**config.mk**
```make
export PLATFORM = sky130hd
export DESIGN_NAME = tcpStreamTop
export DESIGN_NICKNAME = d
export VERILOG_FILES = /design/src/source/netProtoPkg.sv /design/src/source/parserPkg.sv /design/src/source/frameParser.sv /design/src/source/headerCounter.sv /design/src/source/sessionFilter.sv /design/src/source/seqTracker.sv /design/src/source/tcpStreamTop.sv
export SDC_FILE = /design/constraint.sdc
export NUM_CORES = 1
export LEC_CHECK = 0
export BUFFER_PORTS_ARGS = -buffer_cell sky130_fd_sc_hd__buf_4
export CAP_MARGIN = 0
export CORE_MARGIN = 2
export CORE_UTILIZATION = 50
export DETAILED_ROUTE_END_ITERATION = 10
export MAX_ROUTING_LAYER = met4
export PLACE_DENSITY = 0.66
export SLEW_MARGIN = 40
export SYNTH_ARGS = -nofsm -noshare
export SYNTH_HDL_FRONTEND = slang
export SYNTH_SLANG_ARGS = --single-unit
```
**constraint.sdc**
```tcl
create_clock -name CLOCK -period 6.4 [get_ports CLOCK]
set_clock_uncertainty 0.15 [all_clocks]
set_input_delay 0.64 -clock CLOCK [delete_from_list [all_inputs] [get_ports CLOCK]]
set_output_delay 0.64 -clock CLOCK [all_outputs]
set_load 0.02 [all_outputs]
```
**src/source/netProtoPkg.sv**
```systemverilog
package netProtoPkg;

	////////////////////////////////////////////////////////////////////////////
	// address and number types
	////////////////////////////////////////////////////////////////////////////

	typedef logic [47:0] macAddrT;
	typedef logic [31:0] ipAddrT;
	typedef logic [15:0] tcpPortT;
	typedef logic [31:0] seqNumT;

	////////////////////////////////////////////////////////////////////////////
	// ethernet
	////////////////////////////////////////////////////////////////////////////

	localparam logic [7:0] ETHERTYPE_IPV4_HI = 8'h08;	// 0x0800
	localparam logic [7:0] ETHERTYPE_IPV4_LO = 8'h00;
	localparam logic [7:0] ETHERTYPE_VLAN_HI = 8'h81;	// 802.1Q TPID 0x8100

	////////////////////////////////////////////////////////////////////////////
	// ipv4 and tcp
	////////////////////////////////////////////////////////////////////////////

	localparam logic [7:0] IP_PROTO_TCP = 8'd6;

	// header lengths in 32 bit words, no options
	localparam logic [3:0] IPV4_BASE_WORDS = 4'd5;
	localparam logic [3:0] TCP_BASE_WORDS  = 4'd5;

	// 20 bytes ip + 20 bytes tcp
	localparam logic [15:0] BASE_HEADER_BYTES = 16'd40;

	localparam int unsigned TCP_FLAG_SYN_BIT = 1;	// within the flags byte

endpackage

```
**src/source/parserPkg.sv**
```systemverilog
package parserPkg;
	import netProtoPkg::*;

	// one byte of a stream, valid may drop between bytes
	typedef struct packed {
		logic       valid;
		logic [7:0] data;
	} rxByteT;

	// the connection we follow
	typedef struct packed {
		ipAddrT  srcIp;
		ipAddrT  dstIp;
		tcpPortT srcPort;
		tcpPortT dstPort;
	} sessionT;

	typedef enum logic [3:0] {
		NONE, MAC_DST, HDR_SKIP, IP_VER, IP_LEN, IP_PROTO, IP_SRC, IP_DST,
		TCP_SRCPORT, TCP_DSTPORT, TCP_SEQ, TCP_OFFSET, TCP_FLAGS, OPTION, PAYLOAD
	} fieldSelT;

	// one state per header field
	typedef enum logic [4:0] {
		S_IDLE, S_MAC_DST, S_MAC_SRC, S_ETH_TYPE, S_VLAN_TAG,
		S_IP_VER, S_IP_TOS, S_IP_LEN, S_IP_MISC, S_IP_PROTO, S_IP_CSUM,
		S_IP_SRC, S_IP_DST, S_IP_OPT,
		S_TCP_SRCPORT, S_TCP_DSTPORT, S_TCP_SEQ, S_TCP_ACK, S_TCP_OFFSET,
		S_TCP_FLAGS, S_TCP_TAIL, S_TCP_OPT, S_PAYLOAD, S_DROP
	} parseStateT;

	typedef struct packed {
		logic       byteValid;
		logic [7:0] data;
		fieldSelT   field;
		logic [2:0] fieldIdx;	// byte within the field, 0 is the MSB
	} parseCtlT;

	typedef struct packed {
		logic pulse;	// last byte of the tcp header
	} headerEndT;

endpackage

```
**src/source/frameParser.sv**
```systemverilog
`timescale 1ns/1ps

module frameParser
	import netProtoPkg::*, parserPkg::*;
(
	input  logic      CLOCK,
	input  logic      rst,
	input  logic      newPkt,
	input  rxByteT    rxByte,
	input  logic      fieldLast,
	input  logic      optionsLeft,
	input  logic      payloadLast,
	output parseCtlT  parseCtl,
	output headerEndT tcpHeaderEnd
);

	parseStateT state;
	parseStateT stateNext;
	fieldSelT   fieldNow;
	logic [2:0] byteIdx;
	logic       vlanType;	// ethertype high byte was the 802.1Q one

	////////////////////////////////////////////////////////////////////////////
	// tag of the current byte
	////////////////////////////////////////////////////////////////////////////

	always_comb begin
		case (state)
			S_MAC_DST:     fieldNow = MAC_DST;
			S_MAC_SRC, S_ETH_TYPE, S_VLAN_TAG, S_IP_TOS, S_IP_MISC, S_IP_CSUM,
			S_TCP_ACK, S_TCP_TAIL:
				fieldNow = HDR_SKIP;
			S_IP_VER:      fieldNow = IP_VER;
			S_IP_LEN:      fieldNow = IP_LEN;
			S_IP_PROTO:    fieldNow = IP_PROTO;
			S_IP_SRC:      fieldNow = IP_SRC;
			S_IP_DST:      fieldNow = IP_DST;
			S_IP_OPT, S_TCP_OPT: fieldNow = OPTION;
			S_TCP_SRCPORT: fieldNow = TCP_SRCPORT;
			S_TCP_DSTPORT: fieldNow = TCP_DSTPORT;
			S_TCP_SEQ:     fieldNow = TCP_SEQ;
			S_TCP_OFFSET:  fieldNow = TCP_OFFSET;
			S_TCP_FLAGS:   fieldNow = TCP_FLAGS;
			S_PAYLOAD:     fieldNow = PAYLOAD;
			default:       fieldNow = NONE;	// idle and drop
		endcase
	end

	assign parseCtl = '{
		byteValid: rxByte.valid,
		data:      rxByte.data,
		field:     fieldNow,
		fieldIdx:  byteIdx
	};

	assign tcpHeaderEnd.pulse = rxByte.valid && fieldLast && !optionsLeft &&
		(state == S_TCP_TAIL || state == S_TCP_OPT);

	////////////////////////////////////////////////////////////////////////////
	// next field
	////////////////////////////////////////////////////////////////////////////

	always_comb begin
		stateNext = state;
		case (state)
			S_MAC_DST: if (fieldLast) stateNext = S_MAC_SRC;
			S_MAC_SRC: if (fieldLast) stateNext = S_ETH_TYPE;
			S_ETH_TYPE: begin
				if (byteIdx == 3'd0) begin
					// high byte decides early, anything else is not ours
					if (rxByte.data != ETHERTYPE_IPV4_HI && rxByte.data != ETHERTYPE_VLAN_HI)
						stateNext = S_DROP;
				end else if (fieldLast) begin
					if (vlanType)
						stateNext = S_VLAN_TAG;
					else if (rxByte.data == ETHERTYPE_IPV4_LO)
						stateNext = S_IP_VER;
					else
						stateNext = S_DROP;
				end
			end
			S_VLAN_TAG: if (fieldLast) stateNext = S_ETH_TYPE;	// TCI then real ethertype
			S_IP_VER:   stateNext = S_IP_TOS;
			S_IP_TOS:   stateNext = S_IP_LEN;
			S_IP_LEN:   if (fieldLast) stateNext = S_IP_MISC;
			S_IP_MISC:  if (fieldLast) stateNext = S_IP_PROTO;
			S_IP_PROTO: stateNext = (rxByte.data == IP_PROTO_TCP) ? S_IP_CSUM : S_DROP;
			S_IP_CSUM:  if (fieldLast) stateNext = S_IP_SRC;
			S_IP_SRC:   if (fieldLast) stateNext = S_IP_DST;
			S_IP_DST, S_IP_OPT: begin
				if (fieldLast)
					stateNext = optionsLeft ? S_IP_OPT : S_TCP_SRCPORT;
			end
			S_TCP_SRCPORT: if (fieldLast) stateNext = S_TCP_DSTPORT;
			S_TCP_DSTPORT: if (fieldLast) stateNext = S_TCP_SEQ;
			S_TCP_SEQ:     if (fieldLast) stateNext = S_TCP_ACK;
			S_TCP_ACK:     if (fieldLast) stateNext = S_TCP_OFFSET;
			S_TCP_OFFSET:  stateNext = S_TCP_FLAGS;
			S_TCP_FLAGS:   stateNext = S_TCP_TAIL;
			S_TCP_TAIL, S_TCP_OPT: begin
				if (fieldLast) begin
					if (optionsLeft)
						stateNext = S_TCP_OPT;
					else
						stateNext = payloadLast ? S_IDLE : S_PAYLOAD;	// no data, e.g. a bare SYN
				end
			end
			S_PAYLOAD: if (payloadLast) stateNext = S_IDLE;
			default: stateNext = state;	// idle and drop wait for newPkt
		endcase
	end

	always_ff @(posedge CLOCK) begin
		if (rst) begin
			state   <= S_IDLE;
			byteIdx <= 3'd0;
		end else if (newPkt) begin
			state   <= S_MAC_DST;
			byteIdx <= 3'd0;
		end else if (rxByte.valid) begin
			state   <= stateNext;
			byteIdx <= (fieldLast || stateNext != state) ? 3'd0 : byteIdx + 3'd1;
		end
	end

	always_ff @(posedge CLOCK) begin
		if (rxByte.valid && state == S_ETH_TYPE && byteIdx == 3'd0)
			vlanType <= rxByte.data == ETHERTYPE_VLAN_HI;
	end

	// payload only once every option word has gone by
	assert property (@(posedge CLOCK) disable iff (rst)
		parseCtl.byteValid && parseCtl.field == PAYLOAD |-> !optionsLeft)
		else $error("payload tagged while option words remain");

endmodule

```
**src/source/headerCounter.sv**
```systemverilog
`timescale 1ns/1ps

module headerCounter
	import netProtoPkg::*, parserPkg::*;
(
	input  logic     CLOCK,
	input  logic     rst,
	input  logic     newPkt,
	input  parseCtlT parseCtl,
	output logic     fieldLast,
	output logic     optionsLeft,
	output logic     payloadLast
);

	fieldSelT    prevField;	// last completed field, sizes the skip runs
	logic [2:0]  fieldLen;
	logic [2:0]  fieldLeft;
	logic [2:0]  curLeft;
	logic [3:0]  ipWordsLeft;
	logic [3:0]  tcpWordsLeft;
	logic [15:0] payloadLeft;
	logic        countsPayload;

	always_comb begin
		case (parseCtl.field)
			MAC_DST: fieldLen = 3'd6;
			HDR_SKIP: begin
				case (prevField)
					MAC_DST:   fieldLen = 3'd6;	// source mac
					IP_VER:    fieldLen = 3'd1;	// tos
					IP_LEN:    fieldLen = 3'd5;	// id, frag, ttl
					IP_PROTO:  fieldLen = 3'd2;	// ip checksum
					TCP_SEQ:   fieldLen = 3'd4;	// ack number
					TCP_FLAGS: fieldLen = 3'd6;	// window, checksum, urgent
					default:   fieldLen = 3'd2;	// ethertype or vlan TCI
				endcase
			end
			IP_LEN, TCP_SRCPORT, TCP_DSTPORT: fieldLen = 3'd2;
			IP_SRC, IP_DST, TCP_SEQ, OPTION, PAYLOAD: fieldLen = 3'd4;
			default: fieldLen = 3'd1;
		endcase
	end

	assign curLeft       = (parseCtl.fieldIdx == 3'd0) ? fieldLen : fieldLeft;
	assign fieldLast     = curLeft == 3'd1;
	assign countsPayload = parseCtl.field == OPTION || parseCtl.field == PAYLOAD;
	assign optionsLeft   = ipWordsLeft != 4'd0 || tcpWordsLeft != 4'd0;
	// nothing left after this byte
	assign payloadLast   = countsPayload ? payloadLeft <= 16'd1 : payloadLeft == 16'd0;

	always_ff @(posedge CLOCK) begin
		if (rst || newPkt) begin
			prevField    <= NONE;
			fieldLeft    <= 3'd0;
			ipWordsLeft  <= 4'd0;
			tcpWordsLeft <= 4'd0;
			payloadLeft  <= 16'd0;
		end else if (parseCtl.byteValid) begin
			fieldLeft <= curLeft - 3'd1;
			if (fieldLast)
				prevField <= parseCtl.field;
			case (parseCtl.field)
				IP_VER: ipWordsLeft <= (parseCtl.data[3:0] > IPV4_BASE_WORDS) ?
					parseCtl.data[3:0] - IPV4_BASE_WORDS : 4'd0;
				IP_LEN: begin
					if (parseCtl.fieldIdx == 3'd0)
						payloadLeft <= {parseCtl.data, 8'h00};
					else
						payloadLeft <= {payloadLeft[15:8], parseCtl.data} - BASE_HEADER_BYTES;
				end
				TCP_OFFSET: tcpWordsLeft <= (parseCtl.data[7:4] > TCP_BASE_WORDS) ?
					parseCtl.data[7:4] - TCP_BASE_WORDS : 4'd0;
				OPTION: begin
					// one word gone at its first byte, ip options come first
					if (parseCtl.fieldIdx == 3'd0) begin
						if (ipWordsLeft != 4'd0)
							ipWordsLeft <= ipWordsLeft - 4'd1;
						else if (tcpWordsLeft != 4'd0)
							tcpWordsLeft <= tcpWordsLeft - 4'd1;
					end
					payloadLeft <= payloadLeft - 16'd1;
				end
				PAYLOAD: payloadLeft <= payloadLeft - 16'd1;
				default: ;
			endcase
		end
	end

	// ip total length must cover every option and payload byte the parser tags
	assert property (@(posedge CLOCK) disable iff (rst)
		!newPkt && parseCtl.byteValid && countsPayload |-> payloadLeft != 16'd0)
		else $error("remaining payload count underflow");

endmodule

```
**src/source/sessionFilter.sv**
```systemverilog
`timescale 1ns/1ps

module sessionFilter
	import netProtoPkg::*, parserPkg::*;
#(
	parameter macAddrT LOCAL_MAC = 48'h02_00_00_00_00_01
) (
	input  logic     CLOCK,
	input  logic     rst,
	input  logic     newPkt,
	input  parseCtlT parseCtl,
	input  sessionT  session,
	output logic     sessionHit,
	output rxByteT   payload,
	output logic     payloadStart
);

	logic [4:0] fieldHit;	// mac, src ip, dst ip, src port, dst port
	logic [4:0] fieldSel;
	logic [7:0] expByte;
	logic       byteMatch;
	logic       deliver;
	logic       firstPending;	// no payload byte out yet this frame
	logic       payValid;
	logic [7:0] payData;

	always_comb begin
		expByte  = 8'h00;
		fieldSel = 5'b00000;
		case (parseCtl.field)
			MAC_DST: begin
				expByte  = LOCAL_MAC[8 * (5 - parseCtl.fieldIdx) +: 8];
				fieldSel = 5'b00001;
			end
			IP_SRC: begin
				expByte  = session.srcIp[8 * (3 - parseCtl.fieldIdx) +: 8];
				fieldSel = 5'b00010;
			end
			IP_DST: begin
				expByte  = session.dstIp[8 * (3 - parseCtl.fieldIdx) +: 8];
				fieldSel = 5'b00100;
			end
			TCP_SRCPORT: begin
				expByte  = session.srcPort[8 * (1 - parseCtl.fieldIdx) +: 8];
				fieldSel = 5'b01000;
			end
			TCP_DSTPORT: begin
				expByte  = session.dstPort[8 * (1 - parseCtl.fieldIdx) +: 8];
				fieldSel = 5'b10000;
			end
			default: ;
		endcase
	end

	assign byteMatch  = parseCtl.data == expByte;
	assign sessionHit = &fieldHit;
	assign deliver    = parseCtl.byteValid && parseCtl.field == PAYLOAD && sessionHit;
	assign payload    = '{valid: payValid, data: payData};

	always_ff @(posedge CLOCK) begin
		if (rst || newPkt) begin
			fieldHit     <= 5'b00000;
			firstPending <= 1'b1;
			payValid     <= 1'b0;
			payloadStart <= 1'b0;
		end else begin
			payValid     <= deliver;
			payloadStart <= deliver && firstPending;
			if (deliver)
				firstPending <= 1'b0;
			if (parseCtl.byteValid) begin
				for (int k = 0; k < 5; k++) begin
					// first byte starts the field fresh, later bytes must keep matching
					if (fieldSel[k])
						fieldHit[k] <= byteMatch && (parseCtl.fieldIdx == 3'd0 || fieldHit[k]);
				end
			end
		end
	end

	always_ff @(posedge CLOCK) begin
		payData <= parseCtl.data;
	end

	// the match holds through the whole payload until the next frame start
	assert property (@(posedge CLOCK) disable iff (rst) payValid && !newPkt |=> sessionHit)
		else $error("session match lost during the payload");

endmodule

```
**src/source/seqTracker.sv**
```systemverilog
`timescale 1ns/1ps

module seqTracker
	import netProtoPkg::*, parserPkg::*;
(
	input  logic      CLOCK,
	input  logic      rst,
	input  parseCtlT  parseCtl,
	input  headerEndT tcpHeaderEnd,
	input  logic      sessionHit,
	input  rxByteT    payload,
	output logic      gapped
);

	seqNumT seqBuf;	// seq of the frame being parsed
	seqNumT expected;	// next seq we should see
	logic   synFlag;

	// header capture, msb arrives first
	always_ff @(posedge CLOCK) begin
		if (parseCtl.byteValid && parseCtl.field == TCP_SEQ)
			seqBuf <= {seqBuf[23:0], parseCtl.data};
		if (parseCtl.byteValid && parseCtl.field == TCP_FLAGS)
			synFlag <= parseCtl.data[TCP_FLAG_SYN_BIT];
	end

	always_ff @(posedge CLOCK) begin
		if (rst) begin
			expected <= '0;
			gapped   <= 1'b0;
		end else if (tcpHeaderEnd.pulse && sessionHit) begin
			if (synFlag) begin
				expected <= seqBuf + seqNumT'(1);	// SYN uses one sequence number
				gapped   <= 1'b0;
			end else begin
				gapped <= seqBuf != expected;
			end
		end else if (payload.valid) begin
			expected <= expected + seqNumT'(1);
		end
	end

endmodule

```
**src/source/tcpStreamTop.sv**
```systemverilog
`timescale 1ns/1ps

module tcpStreamTop
	import netProtoPkg::*, parserPkg::*;
#(
	parameter macAddrT LOCAL_MAC = 48'h02_00_00_00_00_01
) (
	input  logic    CLOCK,
	input  logic    rst,
	input  logic    newPkt,
	input  rxByteT  rxByte,
	input  sessionT session,
	output rxByteT  payload,
	output logic    payloadStart,
	output logic    gapped
);

	parseCtlT  parseCtl;
	headerEndT tcpHeaderEnd;
	logic      fieldLast;
	logic      optionsLeft;
	logic      payloadLast;
	logic      sessionHit;

	frameParser frameParser_inst (
		.CLOCK        (CLOCK),
		.rst          (rst),
		.newPkt       (newPkt),
		.rxByte       (rxByte),
		.fieldLast    (fieldLast),
		.optionsLeft  (optionsLeft),
		.payloadLast  (payloadLast),
		.parseCtl     (parseCtl),
		.tcpHeaderEnd (tcpHeaderEnd)
	);

	headerCounter headerCounter_inst (
		.CLOCK       (CLOCK),
		.rst         (rst),
		.newPkt      (newPkt),
		.parseCtl    (parseCtl),
		.fieldLast   (fieldLast),
		.optionsLeft (optionsLeft),
		.payloadLast (payloadLast)
	);

	sessionFilter #(
		.LOCAL_MAC (LOCAL_MAC)
	) sessionFilter_inst (
		.CLOCK        (CLOCK),
		.rst          (rst),
		.newPkt       (newPkt),
		.parseCtl     (parseCtl),
		.session      (session),
		.sessionHit   (sessionHit),
		.payload      (payload),
		.payloadStart (payloadStart)
	);

	seqTracker seqTracker_inst (
		.CLOCK        (CLOCK),
		.rst          (rst),
		.parseCtl     (parseCtl),
		.tcpHeaderEnd (tcpHeaderEnd),
		.sessionHit   (sessionHit),
		.payload      (payload),
		.gapped       (gapped)
	);

endmodule

```
==> results.cfg, run 1 <==
[grt]
gr-total-overflow = 0
grt_first_pass_wirelength_um = 51200
antenna_found_initial = 0
first_global_vias = 9535
grt_max_degree = 39
grtUsageTotal = 0.308

[synthesis]
synth_top_area_cell = dfxtp_1
syn_nets = 1409
ys.flop_type = dfxtp_1
yosysSeqAreaShare = 0.280
yosys_warnings = 0
syn_inst = 1273
synth_cell_types = 95
async_flop_share = 0
synth.cell_area_um2 = 9950
netlist.area_leader.share = 0.177
synth_simple_gate_area_frac = 0.272
synth_fa_ha_area_frac = 0.0352
ys_seq_elements = 122
muxShareOfSynthArea = 0.0651
synth-xor-area-share = 0.0782
synth_compound_area_frac = 0.223
synth_top_family_by_area = simple AND/OR/NAND/NOR gates
synthTopCellsByArea = dfxtp_1, edfxtp_1, xnor2_1
synth_edf_count = 34
synth.avg_cell_area_um2 = 7.82

[clock_network]
cts-resized-gates = 0
numCtsBuffers = 17
clk_path_buf_depth = 2
postCtsSetupBuffers = 0
cts_root_buf = clkbuf_16
worst_skew_pair.late_latency_ps = 420
cts_tree = built
path_clk_slew_ps = 70
cts_max_level = 4
cts.sinks = 122
postCtsHoldBufs = 0

[worst_setup_path]
slowest_stage = dfxtp_1
path_class = reg -> reg
cp-end-kind = flip-flop
crit_arrival_ps = 5670
crit_path_start_kind = flip-flop
critPathRequiredTime_ps = 6540
path_cells = inv_1, ha_1, and2_1, o21ai_1, and3_1, nor2_1, a21oi_1, nor2_1, a31oi_1, nor2_1, a21oi_1, ha_1, nand2_1, nor3_4, nand2_1, nand2_1, ha_1, buf_4, nand3_1, mux2i_2, nand3_1, nor3_1, mux2i_1, or3_1
r2r_start = frameParser_inst.state[0]
reg2reg_depth = 24
cpPeakStageDelay_ps = 570
reg2reg_setup_slack_ps = 870
rr_endpoint = seqTracker_inst.expected[30]
crit_path_max_fanout = 21

[pwr]
p_per_area_nw_per_um2 = 205
p_leak_nw = 4.22
vdd_drop_max_mv = 0.175

[cells_and_area]
nNetsFinal = 1479
fill_cells = 1852
stdcell_area_um2 = 11600
synthToLayoutAreaGrowth_pct = 16.5
insertedDiodeCount = 0
drive_above_1_share = 0.162
utilization = 0.594

[floorplanning]
die_h_um = 145
initial_core_util = 0.510
die_w_um = 145
io_pins = 119
die_area_um2 = 21000
rows = 51
core-area_um2 = 19500

[timing]
fmax_ghz = 0.181
rsz0062_at_grt = false
fin_crit_sh = 0.864
drv_slew = 0
min_period_ps = 5530
worstMarginPinSlew_ps = 845
setup_viol = 0
slew-limit-headroom = 0.437
finalSetupTns_ps = 0
hold_viol = 0

[status]
status = completed

[min_path]
hold_depth = 1
hp-start = rxByte[0]
min_to = sessionFilter_inst.payData[0]
holdCritPathClass = in -> reg

[placement]
gp_congestion = 0.952
io_buffers = 118
dp_hpwl_um = 23600
place_area_um2 = 10900

[run]
max_cap_viol_count = 0

[drt]
wirelength_um = 32200
wl_per_cell_um = 19.9
drt_pre_antenna_iters = 6
drc = 0
dr_total_vias = 10100
drt-initial-drc-count = 832
vias_per_cell = 6.21
drtAntennaViolNets = 0
## sequential cells by signal, indices dropped and copies added, names as in the netlist, 3 cells and up
| name | count |
|---|---|
| headerCounter_inst.fieldLeft | 3 |
| headerCounter_inst.payloadLeft | 16 |
| sessionFilter_inst.payData | 8 |
| frameParser_inst.state | 5 |
| seqTracker_inst.expected | 32 |
| sessionFilter_inst.fieldHit | 5 |
| headerCounter_inst.prevField | 4 |
| seqTracker_inst.seqBuf | 32 |
| headerCounter_inst.tcpWordsLeft | 4 |
| headerCounter_inst.ipWordsLeft | 4 |
| frameParser_inst.byteIdx | 3 |
## cell usage after synthesis (9+ instances only)
| library cell | count |
|---|---|
| nand3_1 | 57 |
| or3_1 | 11 |
| a21oi_1 | 81 |
| inv_1 | 31 |
| buf_2 | 9 |
| nand4_1 | 30 |
| edfxtp_1 | 34 |
| a22oi_1 | 18 |
| nand2_1 | 146 |
| nor4_1 | 13 |
| a211oi_1 | 18 |
| a21o_1 | 10 |
| o22ai_1 | 16 |
| o21ai_0 | 66 |
| mux2i_1 | 42 |
| nand2b_1 | 18 |
| a31oi_1 | 26 |
| xnor2_1 | 63 |
| dfxtp_1 | 88 |
| clkbuf_1 | 65 |
| nor2b_1 | 10 |
| o211ai_1 | 11 |
| ha_1 | 28 |
| xor2_1 | 24 |
| nor3_1 | 38 |
| nor2_1 | 125 |
| and3_1 | 25 |
## metrics by stage
stage	setup slack (ps)	hold slack [ps]	std cells	total power, mW
finish	871	269	1621	2.38
floorplan	1090	274	1273	1.17
global placement	1010	294	1588	1.33
CTS	934	256	1621	2.38
global route	402	258	1621	2.46
detailed placement	983	299	1589	1.33
## critical path: cells and delay by family (launching register included)
| kind | cells | cell delay, ps |
|---|---|---|
| buf+inv | 2 | 410 |
| simple gates | 13 | 2480 |
| fa+ha+maj | 3 | 650 |
| mux | 2 | 360 |
| compound gates | 4 | 770 |
| flops | 1 | 570 |
## final cells by class
| class | count | area (µm²) | area share |
|---|---|---|---|
| clock inverters | 15 | 213 | 0.0183 |
| clock buffers | 17 | 425 | 0.0367 |
| repair buffers | 134 | 1010 | 0.0868 |
| inverters | 32 | 120 | 0.0104 |
| well taps | 265 | 332 | 0.0286 |
| flip-flops and latches | 122 | 2790 | 0.240 |
| multi-input cells | 1036 | 6710 | 0.579 |
## cells in the final DEF, fill, tap and decap left out, types with 6 or more instances in the layout
cell type | Yosys | routed
a211oi_1 | 18 | 18
a21o_1 | 10 | 10
a21oi_1 | 81 | 81
a221oi_1 | 7 | 7
a22oi_1 | 18 | 18
a31oi_1 | 26 | 26
a32oi_1 | 8 | 8
and2_1 | 6 | 6
and3_1 | 25 | 25
buf_4 | 5 | 134
clkbuf_16 | 0 | 17
dfxtp_1 | 88 | 85
edfxtp_1 | 34 | 34
ha_1 | 28 | 28
inv_1 | 31 | 31
mux2i_1 | 42 | 42
mux4_2 | 8 | 8
nand2_1 | 146 | 146
nand2b_1 | 18 | 18
nand3_1 | 57 | 57
nand3b_1 | 8 | 8
nand4_1 | 30 | 30
nor2_1 | 125 | 125
nor2b_1 | 10 | 10
nor3_1 | 38 | 37
nor3b_1 | 7 | 7
nor4_1 | 13 | 12
o211ai_1 | 11 | 11
o21a_1 | 7 | 7
o21ai_0 | 66 | 66
o21ai_1 | 7 | 7
o22ai_1 | 16 | 16
o31ai_1 | 6 | 6
or2_2 | 6 | 6
or3_1 | 11 | 11
xnor2_1 | 63 | 63
xor2_1 | 24 | 24
## power breakdown
group	switching, mW	internal [mW]
Sequential	0.0197	0.800
Combinational	0.306	0.197
Clock	0.396	0.661
## kinds of logic after synthesis
group	count (synthesis)
buffers and inverters	115
flip-flops	122
AND/OR/NAND/NOR	536
adder cells (fa/ha/maj)	28
multiplexers	54
XOR/XNOR	88
AO/OA/AOI/OAI	330
## worst max path at each step
stage,start,slack (ps),cells after the start,end
2_1_floorplan,frameParser_inst.state[0],1090,24,seqTracker_inst.expected[30]
3_3_place_gp,frameParser_inst.state[2],1010,22,seqTracker_inst.expected[30]
3_5_place_dp,frameParser_inst.state[0],980,24,seqTracker_inst.expected[30]
4_1_cts,frameParser_inst.state[0],930,24,seqTracker_inst.expected[30]
5_1_grt,frameParser_inst.state[0],400,24,seqTracker_inst.expected[30]
6_report,frameParser_inst.state[0],870,24,seqTracker_inst.expected[30]
## routing by layer
| metal | up-vias | GRT usage | share of wire |
|---|---|---|---|
| met4 | 0 | 0.0838 | 0.023 |
| met3 | 59 | 0.0475 | 0.074 |
| met2 | 447 | 0.500 | 0.47 |
| li1 | 4821 | - | - |
| met1 | 4745 | 0.403 | 0.43 |
| met5 | - | - | 0 |
No activity file was read; power rests on OpenSTA's default activity.
==> inputs of run 2 (changes only) <==
- CORE_UTILIZATION: 50 -> 31
- PLACE_DENSITY: 0.66 -> 0.44
==> results.cfg, run 2 (same netlist as run 1, synthesis figures left out) <==
[cells_and_area]
layoutNonFillerInstCount = 1765
insertedDiodeCount = 0
drive_above_1_share = 0.164
synthToLayoutAreaGrowth_pct = 18.5
final_common_cell = nand2_1
fill_cells = 3342
top_regs = seqTracker_inst.expected x32, seqTracker_inst.seqBuf x32, headerCounter_inst.payloadLeft x16
layout_common_cells = nand2_1, buf_4, nor2_1, dfxtp_1, a21oi_1
utilization = 0.374
nNetsFinal = 1486

[pwr]
p_per_area_nw_per_um2 = 198
p_leak_nw = 4.24
vdd_drop_max_mv = 0.194
fin_total_pwr_mw = 2.33

[timing]
drv_slew = 0
hold_viol = 0
fmax_ghz = 0.180
worstMarginPinSlew_ps = 889
rsz0062_at_grt = false
finalSetupTns_ps = 0
fin_crit_sh = 0.868
setup_viol = 0
min_period_ps = 5550
slew-limit-headroom = 0.406

[min_path]
hp-start = rxByte[0]
holdCritPathClass = in -> reg
hold_depth = 1
min_to = sessionFilter_inst.payData[0]

[drt]
drtAntennaViolNets = 0
vias_per_cell = 5.65
dr_total_vias = 9979
wl_per_cell_um = 20.6
wirelength_um = 36400
drc = 0
drt-initial-drc-count = 682
drt_pre_antenna_iters = 6

[clock_network]
cts_max_level = 4
cts-resized-gates = 0
postCtsSetupBuffers = 0
path_clk_slew_ps = 70
numCtsBuffers = 17
cts_root_buf = clkbuf_16
cts.sinks = 122
worst_skew_pair.late_latency_ps = 430
clk_path_buf_depth = 2
postCtsHoldBufs = 0
cts_tree = built

[floorplanning]
die_h_um = 183
io_pins = 119
core-area_um2 = 31600
initial_core_util = 0.315
die_w_um = 183
die_area_um2 = 33500
rows = 65

[placement]
io_buffers = 118
gp_congestion = 0.872
dpl.cell_count = 1733
dp_hpwl_um = 26800

[worst_setup_path]
cp-end-kind = flip-flop
path_class = reg -> reg
rr_endpoint = seqTracker_inst.expected[30]
reg2reg_depth = 23
critPathRequiredTime_ps = 6570
crit_path_start_kind = flip-flop
crit_path_max_fanout = 15
crit_arrival_ps = 5720
reg2reg_setup_slack_ps = 850
r2r_start = frameParser_inst.state[1]

[run]
max_cap_viol_count = 0

[grt]
grt_first_pass_wirelength_um = 56300
antenna_found_initial = 0
gr-total-overflow = 0
first_global_vias = 9521
grtUsageTotal = 0.224
grt_max_degree = 39

[status]
status = completed
-- run 2: changes by cell type in the layout (fill, tap and decap cells not counted), sizes merged --
cell      change
buf           +7
bufinv        -2
clkbuf        +2
clkinv        +3
clkinvlp      -1
inv           -2
-- run 2: layout make-up --
class / count / area (µm²) / share of cell area
clock buffers: 19 / 454 / 0.0385
multi-input cells: 1036 / 6720 / 0.570
clock inverters: 13 / 141 / 0.0120
repair buffers: 141 / 1070 / 0.0904
well taps: 402 / 503 / 0.0427
flip-flops and latches: 122 / 2780 / 0.236
inverters: 32 / 120 / 0.0102
-- run 2: through the flow --
stage	hold WS [ps]	worst slack [ps]	area, µm²
2_1_floorplan	274	1090	9950
3_3_place_gp	297	1110	11200
3_5_place_dp	306	952	11200
4_1_cts	225	948	11800
5_1_grt	227	373	11800
6_report	248	847	11800
-- run 2: where the power goes --
group / switching [mW] / internal, mW
clock network: 0.400 / 0.599
logic: 0.319 / 0.202
registers: 0.0120 / 0.799
total: 0.731 / 1.60
-- run 2: metal layers --
metal | GRT usage | routed length, µm
met2 | 0.376 | 17900
met4 | 0.0582 | 627
met1 | 0.279 | 16400
met5 | - | 0
met3 | 0.0359 | 1490
-- run 2: critical path: stages, from the launching register on --
cell      delay, ps
dfxtp_1         580
inv_1           170
ha_1            410
o21ai_1         280
a221oi_2        110
nor2_1          470
nor2_1          150
a21oi_1         150
nor2_1           50
a31oi_1         150
nor2_1           60
a21oi_1         180
ha_1            200
nand2_1         210
nor3_4          410
nand2_1         130
nand2_1         100
ha_1            210
nand3_1         120
mux2i_2         290
nand3_1         160
nor3_1          220
mux2i_1         100
or3_1           360
-- run 2: worst max path at each step --
| stage | startpoint | end | cells past startpoint |
|---|---|---|---|
| 2_1_floorplan | frameParser_inst.state[0] | seqTracker_inst.expected[30] | 24 |
| 3_3_place_gp | frameParser_inst.state[0] | seqTracker_inst.expected[30] | 23 |
| 3_5_place_dp | frameParser_inst.state[0] | seqTracker_inst.expected[30] | 23 |
| 4_1_cts | frameParser_inst.state[0] | seqTracker_inst.expected[30] | 23 |
| 5_1_grt | frameParser_inst.state[0] | seqTracker_inst.expected[30] | 23 |
| 6_report | frameParser_inst.state[1] | seqTracker_inst.expected[30] | 23 |
==> inputs of run 3 (changes only) <==
- ABC_AREA: default -> 1
- TNS_END_PERCENT: default -> 50
==> results.cfg, run 3 <==
[worst_setup_path]
path_delay_family = simple AND/OR/NAND/NOR gates
path_class = reg -> reg
cp-end-kind = flip-flop
rr_endpoint = seqTracker_inst.expected[30]
crit_path_start_kind = flip-flop
crit_path_max_fanout = 46
r2r_start = frameParser_inst.state[0]
critPathRequiredTime_ps = 6600
crit_buf_inv = 8
reg2reg_depth = 30
crit_arrival_ps = 5440
crit_path_frequent_cell = nand2_1
cpPeakStageDelay_ps = 550
reg2reg_setup_slack_ps = 1150
slowest_stage = dfxtp_1

[synthesis]
synth.avg_cell_area_um2 = 6.33
yosys.cell_count.top_type = nand2_1
synth_cell_types = 51
syn_inst = 1528
ys_seq_elements = 122
yosysSeqAreaShare = 0.288
synthTopCellsByCount = nand2_1, nor2_1, inv_1
synth_top_area_cell = dfxtp_1
synthTopCellsByArea = dfxtp_1, nand2_1, edfxtp_1
async_flop_share = 0
netlist.area_leader.share = 0.182
ys.flop_type = dfxtp_1
syn_nets = 1664
yosys_warnings = 0
synth_edf_count = 34
synth.cell_area_um2 = 9670

[timing]
finalSetupTns_ps = 0
fmax_ghz = 0.191
slew-limit-headroom = 0.472
worst_slack_ps = 1150
rsz0062_at_grt = false
fin_crit_sh = 0.820
hold_viol = 0
setup_viol = 0
hold_ws_ps = 203
min_period_ps = 5250
drv_slew = 0
worstMarginPinSlew_ps = 783

[cells_and_area]
nNetsFinal = 1761
layoutNonFillerInstCount = 2034
synthToLayoutAreaGrowth_pct = 18.8
top_regs = seqTracker_inst.expected x32, seqTracker_inst.seqBuf x32, headerCounter_inst.payloadLeft x16
fill_cells = 3388
final_common_cell = nand2_1
layout_common_cells = nand2_1, nor2_1, inv_1, buf_4, o21ai_0
insertedDiodeCount = 0
drive_above_1_share = 0.129
stdcell_area_um2 = 11500
utilization = 0.375

[pwr]
combPwrFrac = 0.198
p_leak_nw = 5.18
seqPwrFrac = 0.365
fin_total_pwr_mw = 2.23
p_int_mw = 1.48
swShare = 0.337
pwr-share-clk = 0.437
vdd_drop_max_mv = 0.190
p_sw_mw = 0.753
p_per_area_nw_per_um2 = 194

[clock_network]
numCtsBuffers = 17
clk_path_buf_depth = 2
path_clk_slew_ps = 70
worst_skew_pair.late_latency_ps = 450
postCtsHoldBufs = 0
postCtsSetupBuffers = 0
cts_max_level = 4
cts_root_buf = clkbuf_16
cts-resized-gates = 0
cts.sinks = 122
cts_tree = built

[grt]
grt_first_pass_wirelength_um = 54900
grt_max_degree = 47
first_global_vias = 10100
antenna_found_initial = 0
grtUsageTotal = 0.219
gr-total-overflow = 0

[min_path]
min_to = sessionFilter_inst.payData[2]
hold_depth = 1
holdCritPathClass = in -> reg
hp-start = rxByte[2]

[drt]
dr_total_vias = 10300
drtAntennaViolNets = 0
drc = 0
wirelength_um = 34600
drt_pre_antenna_iters = 5
vias_per_cell = 5.05
drt-initial-drc-count = 640
wl_per_cell_um = 17.0

[placement]
place_area_um2 = 10900
io_buffers = 118
dpl.cell_count = 2002
gp_congestion = 0.915
dp_hpwl_um = 26100
dp_slack_ps = 1200

[floorplanning]
io_pins = 119
initial_core_util = 0.315
core-area_um2 = 30700
rows = 64
die_w_um = 181
die_h_um = 181
die_area_um2 = 32600

[status]
status = completed

[run]
max_cap_viol_count = 0
run 3: cell types whose count changed in the layout (fill, tap and decap cells not counted), sizes merged, moves of 17 or more:
cell    previous run  this run
a22oi             18         1
and3              25         2
inv               36       175
mux2i             43         0
nand2            146       381
nand2b            18         0
nand3             60       115
nor2             127       225
nor3              41        23
o21ai             75       144
xnor2             64         9
xor2              24        52
run 3: final cells by class:
class                   count  area, µm²  area share
repair buffers            133        998      0.0869
flip-flops and latches    122       2780       0.242
clock buffers              17        425      0.0370
inverters                 169        634      0.0552
multi-input cells        1182       6000       0.522
clock inverters            15        153      0.0133
well taps                 396        495      0.0431
run 3: kinds of logic (layout without fill, tap and decap cells):
family,after synthesis,after routing,synth area share
buffers and inverters,224,334,0.0930
AOI/OAI and AO/OA,296,296,0.175
DFF,122,122,0.288
adders and majority gates,28,28,0.0362
and+or+nand+nor,797,797,0.353
xor gates and xnor gates,61,61,0.0552
run 3: power by group through the flow:
stage                     clock network (mW)  logic (mW)  registers (mW)
after global placement                     0       0.448           0.833
final                                  0.976       0.443           0.816
after CTS                               1.00       0.440           0.816
after global routing                    1.04       0.495           0.818
after floorplan                            0       0.279           0.830
after detailed placement                   0       0.438           0.833
run 3: worst max path at each step:
stage | slack (ps) | to | start | cells past startpoint
floorplan | 1350 | seqTracker_inst.seqBuf[0] | frameParser_inst.state[0] | 9
global placement | 1300 | seqTracker_inst.expected[2] | frameParser_inst.state[0] | 26
detailed placement | 1200 | seqTracker_inst.expected[30] | frameParser_inst.state[0] | 30
CTS | 1160 | seqTracker_inst.expected[30] | frameParser_inst.state[0] | 30
global route | 500 | seqTracker_inst.expected[30] | frameParser_inst.state[0] | 30
finish | 1150 | seqTracker_inst.expected[30] | frameParser_inst.state[0] | 30
run 3: layer usage:
layer  up-vias  track usage  part of all wire
met5         -            -                 0
met4         0       0.0565             0.019
met3        36       0.0386             0.044
met2       274        0.384              0.51
met1      4688        0.257              0.43
li1       5274            -                 -
